==> src/source/cpuPkg.sv <==
package cpuPkg;

   // Instruction field widths
   localparam int OpcW   = 6;
   localparam int RegW   = 5;
   localparam int ImmW   = 16;
   localparam int AltW   = 11;
   localparam int InstrW = 32;

   // Field positions, opcode at the top
   localparam int OpcLsb = InstrW - OpcW;
   localparam int RdLsb  = OpcLsb - RegW;
   localparam int RaLsb  = RdLsb - RegW;
   localparam int RbLsb  = RaLsb - RegW;

   typedef logic [1:0]      selT;
   typedef logic [2:0]      aluT;
   typedef logic [RegW-1:0] regT;
   typedef logic [OpcW-1:0] opcT;

   // Opcodes, octal as in the ISA tables
   localparam opcT OpMul   = 6'o20;
   localparam opcT OpMulI  = 6'o30;
   localparam opcT OpBsf   = 6'o21;
   localparam opcT OpBsfI  = 6'o31;
   localparam opcT OpDiv   = 6'o22;
   localparam opcT OpShift = 6'o44;
   localparam opcT OpMov   = 6'o45;
   localparam opcT OpBru   = 6'o46;
   localparam opcT OpBruI  = 6'o56;
   localparam opcT OpBcc   = 6'o47;
   localparam opcT OpBccI  = 6'o57;
   localparam opcT OpImm   = 6'o54;
   localparam opcT OpRtd   = 6'o55;
   localparam opcT OpFsl   = 6'o33;
   localparam opcT OpLoadR = 6'o62;

   // Operand mux selects
   localparam selT SrcReg = 2'd0;
   localparam selT SrcFwd = 2'd1;
   localparam selT SrcRam = 2'd2;
   localparam selT SrcPc  = 2'd3;
   localparam selT SrcImm = 2'd3;   // Target mux shares code 3 with PC

   // Writeback destination
   localparam selT DstAlu    = 2'd0;
   localparam selT DstBranch = 2'd1;
   localparam selT DstMem    = 2'd2;
   localparam selT DstNone   = 2'd3;

   // ALU result select
   localparam aluT AluAdd   = 3'd0;
   localparam aluT AluLog   = 3'd1;
   localparam aluT AluShift = 3'd2;
   localparam aluT AluPass  = 3'd3;
   localparam aluT AluMul   = 3'd4;
   localparam aluT AluBsf   = 3'd5;
   localparam aluT AluDiv   = 3'd6;

   // Decode freeze for a barrel shift
   localparam int BsfStallCycles = 2;
   localparam int StallCntW      = $clog2(BsfStallCycles + 1);
   localparam logic [StallCntW-1:0] StallLast = StallCntW'(BsfStallCycles);

endpackage

==> src/source/decodeIf.sv <==
`timescale 1ns/1ps

interface decodeIf
   import cpuPkg::*;
();

   logic [InstrW-1:0] iReg;      // Word being decoded
   opcT               prevOpc;   // Fields of the word before it
   regT               prevRd;
   regT               prevRa;
   regT               prevRb;
   logic [ImmW-1:0]   prevImm;
   logic [AltW-1:0]   prevAlt;

   modport latch (
      output iReg, prevOpc, prevRd, prevRa, prevRb, prevImm, prevAlt
   );

   modport ctrl (
      input iReg, prevOpc, prevRd, prevRa, prevRb, prevImm, prevAlt
   );

endinterface

==> src/source/instrLatch.sv <==
`timescale 1ns/1ps

module instrLatch
   import cpuPkg::*;
(
   input  logic              gclk,
   input  logic              grst,
   input  logic              decEn,
   input  logic [InstrW-1:0] instr,
   decodeIf.latch            dbus
);

   // Current word
   always_ff @(posedge gclk) begin
      if (grst) begin
         dbus.iReg <= '0;
      end else if (decEn) begin
         dbus.iReg <= instr;
      end
   end

   // Old current word split into fields as it moves down
   always_ff @(posedge gclk) begin
      if (grst) begin
         dbus.prevOpc <= '0;
         dbus.prevRd  <= '0;
         dbus.prevRa  <= '0;
         dbus.prevRb  <= '0;
         dbus.prevImm <= '0;
         dbus.prevAlt <= '0;
      end else if (decEn) begin
         dbus.prevOpc <= dbus.iReg[OpcLsb +: OpcW];
         dbus.prevRd  <= dbus.iReg[RdLsb +: RegW];
         dbus.prevRa  <= dbus.iReg[RaLsb +: RegW];
         dbus.prevRb  <= dbus.iReg[RbLsb +: RegW];
         dbus.prevImm <= dbus.iReg[ImmW-1:0];   // Overlaps rb and alt
         dbus.prevAlt <= dbus.iReg[AltW-1:0];
      end
   end

endmodule

==> src/source/pipeCtrl.sv <==
`timescale 1ns/1ps

module pipeCtrl
   import cpuPkg::*;
(
   input  logic   gclk,
   input  logic   grst,
   input  logic   decEn,
   input  logic   skip,
   input  logic   interrupt,
   decodeIf.ctrl  dbus,
   output selT    srcSel,
   output selT    tgtSel,
   output selT    altSel,
   output aluT    aluSel,
   output selT    dstSel,
   output regT    wrReg,
   output logic   memAccess,
   output logic   memLoad,
   output logic   preStoreWe,
   output logic   forceMiss,
   output logic   stallReq
);

   // Opcode classes shared by current and previous word
   function automatic logic isLoad(opcT opc);
      return {opc[5:4], opc[2]} == 3'b110;
   endfunction

   function automatic logic isStore(opcT opc);
      return {opc[5:4], opc[2]} == 3'b111;
   endfunction

   function automatic logic isBru(opcT opc);
      return (opc == OpBru) || (opc == OpBruI);
   endfunction

   function automatic logic isBcc(opcT opc);
      return (opc == OpBcc) || (opc == OpBccI);
   endfunction

   // Forwarding chain for one operand register
   function automatic selT fwdSel(regT opReg, regT pendReg, selT pendDst, regT lateReg);
      logic pendHit;
      pendHit = (pendReg != '0) && (pendReg == opReg);
      if (pendHit && pendDst == DstMem) begin
         return SrcRam;
      end else if (pendHit && pendDst == DstAlu) begin
         return SrcFwd;
      end else if (lateReg == opReg) begin
         return SrcRam;                        // Already written back to RAM path
      end
      return SrcReg;
   endfunction

   opcT  curOpc;
   regT  curRa;
   regT  curRb;

   logic curBru;
   logic curBcc;
   logic curBra;
   logic curMov;
   logic curSft;
   logic curLog;
   logic curMul;
   logic curBsf;
   logic curDiv;

   logic prevGet;

   selT  dstNext;
   regT  wbNext;
   aluT  aluNext;

   assign curOpc = dbus.iReg[OpcLsb +: OpcW];
   assign curRa  = dbus.iReg[RaLsb +: RegW];
   assign curRb  = dbus.iReg[RbLsb +: RegW];

   // Interrupt turns the word into an absolute branch
   assign curBru = isBru(curOpc) || interrupt;
   assign curBcc = isBcc(curOpc) && !interrupt;
   assign curBra = (isBru(curOpc) && curRa[3]) || interrupt;

   assign curMov = (curOpc == OpMov);
   assign curSft = (curOpc == OpShift);
   assign curLog = ({curOpc[5:4], curOpc[2]} == 3'b100);
   assign curMul = (curOpc == OpMul) || (curOpc == OpMulI);
   assign curBsf = (curOpc == OpBsf) || (curOpc == OpBsfI);
   assign curDiv = (curOpc == OpDiv);

   assign prevGet = (dbus.prevOpc == OpFsl) && !dbus.prevRb[RegW-1];   // Put flag in rb msb

   // Destination of the previous word, cancelled by skip
   always_comb begin
      if (skip) begin
         dstNext = DstAlu;
         wbNext  = '0;
      end else begin
         if (isStore(dbus.prevOpc) || dbus.prevOpc == OpRtd || isBcc(dbus.prevOpc)) begin
            dstNext = DstNone;
         end else if (isLoad(dbus.prevOpc) || prevGet) begin
            dstNext = DstMem;
         end else if (isBru(dbus.prevOpc)) begin
            dstNext = DstBranch;
         end else begin
            dstNext = DstAlu;
         end
         wbNext = dbus.prevRd;
      end
   end

   // Operand muxes
   assign srcSel = (curBru || curBcc) ? SrcPc : fwdSel(curRa, wbNext, dstNext, wrReg);
   assign tgtSel = curOpc[3] ? SrcImm : fwdSel(curRb, wbNext, dstNext, wrReg);   // Imm form
   assign altSel = fwdSel(curRa, wbNext, dstNext, wrReg);

   always_comb begin
      if (curBra || curMov) begin
         aluNext = AluPass;
      end else if (curSft) begin
         aluNext = AluShift;
      end else if (curLog) begin
         aluNext = AluLog;
      end else if (curMul) begin
         aluNext = AluMul;
      end else if (curBsf) begin
         aluNext = AluBsf;
      end else if (curDiv) begin
         aluNext = AluDiv;
      end else begin
         aluNext = AluAdd;
      end
   end

   // One stage further down on each advance
   always_ff @(posedge gclk) begin
      if (grst) begin
         aluSel <= '0;
         dstSel <= '0;
         wrReg  <= '0;
      end else if (decEn) begin
         aluSel <= aluNext;
         dstSel <= dstNext;
         wrReg  <= wbNext;
      end
   end

   // Data memory strobes
   assign memAccess  = isLoad(curOpc) || isStore(curOpc);
   assign memLoad    = isLoad(curOpc);
   assign preStoreWe = isStore(dbus.prevOpc);
   assign forceMiss  = (dbus.prevOpc == OpLoadR) && dbus.prevAlt[0];

   assign stallReq = curBsf;   // Barrel shift needs extra cycles

endmodule

==> src/source/stallSeq.sv <==
`timescale 1ns/1ps

module stallSeq
   import cpuPkg::*;
(
   input  logic gclk,
   input  logic grst,
   input  logic hold,
   input  logic stallReq,
   output logic decEn
);

   logic                 runQ;       // Low until first cycle out of reset
   logic [StallCntW-1:0] stallCnt;
   logic                 stallDone;

   assign stallDone = (stallCnt == StallLast);

   // Advance unless held or still waiting on a barrel shift
   assign decEn = runQ && !hold && (!stallReq || stallDone);

   always_ff @(posedge gclk) begin
      if (grst) begin
         runQ     <= 1'b0;
         stallCnt <= '0;
      end else begin
         runQ <= 1'b1;
         if (!hold) begin
            // Count stall cycles, clear on the releasing cycle
            if (stallReq && !stallDone) begin
               stallCnt <= stallCnt + 1'b1;
            end else begin
               stallCnt <= '0;
            end
         end
      end
   end

endmodule

==> src/source/ctrlTop.sv <==
`timescale 1ns/1ps

module ctrlTop
   import cpuPkg::*;
(
   input  logic              gclk,
   input  logic              grst,
   input  logic [InstrW-1:0] instr,
   input  logic              skip,
   input  logic              interrupt,
   input  logic              hold,
   output logic              decEn,
   output selT               srcSel,
   output selT               tgtSel,
   output selT               altSel,
   output aluT               aluSel,
   output selT               dstSel,
   output regT               wrReg,
   output logic              memAccess,
   output logic              memLoad,
   output logic              preStoreWe,
   output logic              forceMiss,
   output logic              stallReq
);

   decodeIf dbus ();

   instrLatch uLatch (
      .gclk  (gclk),
      .grst  (grst),
      .decEn (decEn),
      .instr (instr),
      .dbus  (dbus.latch)
   );

   pipeCtrl uCtrl (
      .gclk       (gclk),
      .grst       (grst),
      .decEn      (decEn),
      .skip       (skip),
      .interrupt  (interrupt),
      .dbus       (dbus.ctrl),
      .srcSel     (srcSel),
      .tgtSel     (tgtSel),
      .altSel     (altSel),
      .aluSel     (aluSel),
      .dstSel     (dstSel),
      .wrReg      (wrReg),
      .memAccess  (memAccess),
      .memLoad    (memLoad),
      .preStoreWe (preStoreWe),
      .forceMiss  (forceMiss),
      .stallReq   (stallReq)
   );

   stallSeq uSeq (
      .gclk     (gclk),
      .grst     (grst),
      .hold     (hold),
      .stallReq (stallReq),
      .decEn    (decEn)
   );

endmodule

==> config.mk <==
export PLATFORM = sky130hd
export DESIGN_NAME = ctrlTop
export DESIGN_NICKNAME = d
export VERILOG_FILES = /design/src/source/cpuPkg.sv /design/src/source/decodeIf.sv /design/src/source/instrLatch.sv /design/src/source/pipeCtrl.sv /design/src/source/stallSeq.sv /design/src/source/ctrlTop.sv
export SDC_FILE = /design/constraint.sdc
export NUM_CORES = 1
export LEC_CHECK = 0
export ABC_AREA = 1
export ABC_CLOCK_PERIOD_IN_PS = 2000
export BUFFER_PORTS_ARGS = -buffer_cell sky130_fd_sc_hd__buf_2
export CAP_MARGIN = 10
export CORE_MARGIN = 2
export CORE_UTILIZATION = 35
export DETAILED_ROUTE_END_ITERATION = 8
export SLEW_MARGIN = 20
export SYNTH_ARGS = -nofsm -noshare
export SYNTH_HDL_FRONTEND = slang
export SYNTH_HIERARCHICAL = 1
export SYNTH_SLANG_ARGS = --single-unit
export TNS_END_PERCENT = 5
==> constraint.sdc <==
create_clock -name gclk -period 2 [get_ports gclk]
set_clock_uncertainty 0.2 [all_clocks]
set_input_delay 0.2 -clock gclk [delete_from_list [all_inputs] [get_ports gclk]]
set_output_delay 0.2 -clock gclk [all_outputs]
set_load 0.01 [all_outputs]
==> flow_metrics.tcl <==
set metrics [dict create \
    grt_overflow_total 0 \
    antenna_left 0 \
    vias 2563 \
    power.density_nw_per_um2 622 \
    grt_max_degree 36 \
    num_antenna_cells 0 \
    viasPerCell 4.22 \
    cp.required_ps 1600 \
    synth_nets 469 \
    path_clk_slew_ps 80 \
    clock_sinks 48 \
    hold_ws_ps 12.2 \
    path_class "flop to primary output" \
    final_area_um2 3470 \
    wl_per_cell_um 10.1 \
    ios 59 \
    placed_area_um2 2990 \
    fin_cells 608 \
    cts_root_buffer "clkbuf_8" \
    max_freq_mhz 512 \
    mostFrequentLayoutCells "124 x nand2_1, 83 x nor2_1, 62 x inv_1, 47 x buf_2, 37 x dfxtp_1" \
    syn_area_um2 2740 \
    path_max_fanout 4 \
    syn-mean-instance-area_um2 6.35 \
    leakage_uw 0.00178 \
    final_max_slew_viol_count 0 \
    die-height_um 92.4 \
    post-route-drc-count 0 \
    fin_crit_ps 1950 \
    maxCapViolCount 0 \
    die_w_um 92.4 \
    die_area_um2 8540 \
    initial_core_util_pct 35.8 \
    place_inst 567 \
    clock_latency_ps 290 \
    status "complete, no violations" \
    coreArea_um2 7650 \
    fill_cells 799 \
    grt_pass1_vias 2333 \
    rsz0062_at_grt "true" \
    netlist_instances 431 \
    drt-pass1-iter-count 4 \
    cts_tree "yes" \
    hpwl_mm 4.32 \
    htree_levels 2 \
    fin_nets 543 \
    drt_wl_total_mm 6.17 \
    numCtsBuffers 5 \
    ir_drop_v 0.000244 \
    rows 32 \
    hold_viol 0 \
    yosys_warnings 6 \
    end_kind "primary output" \
    track_usage_pct 14.4 \
    clock_path_buffers 2 \
    final_common_cell "nand2_1" \
    final.setup.tns_ps 0 \
    numPortBuffers 48 \
    worstMarginPinSlew_ps 601 \
    startpoint_type "flop" \
    period_share_pct 97.7 \
    min_path_type "input pin to flop" \
    drive_above_1_share_pct 25.5 \
    syn_to_final_growth_pct 27.0 \
    setup_viol 0 \
    grt_first_pass_wirelength_mm 10.1 \
    total_power_uw 2160 \
    drt_iter0_drc 101 \
    place.gp.congestion 0.846 \
    cp.arrival_ps 1550 \
    grt_antenna_before_repair 0 \
    relSlewSlack_pct 59.9 \
]
[metrics by stage]
stage	utilization (%)	setup WS [ps]
after global placement	39.1	124
final	45.4	45.6
after global routing	45.4	-51.7
after detailed placement	39.1	88.4
after CTS	43.2	12.7
after floorplan	-	4.89
[report_power, final]
| group | switching (uW) | total, uW | internal [uW] | leakage, uW |
|---|---|---|---|---|
| logic | 268 | 500 | 231 | 0.00134 |
| registers | 55.8 | 1070 | 1020 | 0.000400 |
| clock network | 306 | 588 | 282 | 0.0000455 |
[path summary, 6_finish.rpt]
| kind | start | end | slack (ps) | depth (start not counted) |
|---|---|---|---|---|
| max | uLatch/dbus.prevRd[1]$_SDFFE_PP0P_ | srcSel[1] | 50 | 10 |
| min | instr[0] | uLatch/dbus.iReg[0]$_SDFFE_PP0P_ | 10 | 5 |
| max reg2reg | uLatch/dbus.iReg[30]$_SDFFE_PP0P_ | uCtrl/aluSel[0]$_SDFFE_PP0P_ | 110 | 11 |
| min reg2reg | uLatch/dbus.prevImm[0]$_SDFFE_PP0P_ | uLatch/dbus.prevImm[0]$_SDFFE_PP0P_ | 270 | 2 |
[worst max-delay path, stage by stage (launching register included)]
cell     delay [ps]
dfxtp_4         380
buf_4           140
o21ai_2         130
nand3_2         130
nand2_2         110
nor2_4           40
nand2_2          50
nand2_2          50
nand2_2          70
nand2_1          40
buf_2           130
[layer usage]
metal / wire length (um) / GRT usage (%) / up-vias
li1: - / - / 1418
met1: 3020 / 18.1 / 1097
met2: 2870 / 25.4 / 40
met3: 204 / 2.60 / 8
met4: 71 / 3.73 / 0
met5: 0 / 0 / -
[registers in the layout, indices dropped and copies added (netlist names), 2 cells and up]
register             cells
uSeq/stallCnt            2
uCtrl/wrReg              5
uLatch/dbus.prevRd       5
uLatch/dbus.prevOpc      6
uLatch/dbus.iReg        22
uCtrl/aluSel             3
uCtrl/dstSel             2
[final cells by class]
class / count / area [um2] / area share [%]
repair buffers: 90 / 627 / 18.0
well taps: 102 / 128 / 3.67
inverters: 69 / 260 / 7.49
clock buffers: 8 / 90.1 / 2.59
multi-input cells: 291 / 1390 / 39.9
flip-flops and latches: 48 / 982 / 28.3
[repair_timing]
action                     in CTS  in global routing
cloned                          0                  1
hold endpoints to repair       22                  0
setup endpoints to repair       4                 35
hold buffers                   21                  0
setup buffers                   0                 11
gates resized for setup         4                 32
pin swaps                       0                 15
(Power assumes the default switching activity.)
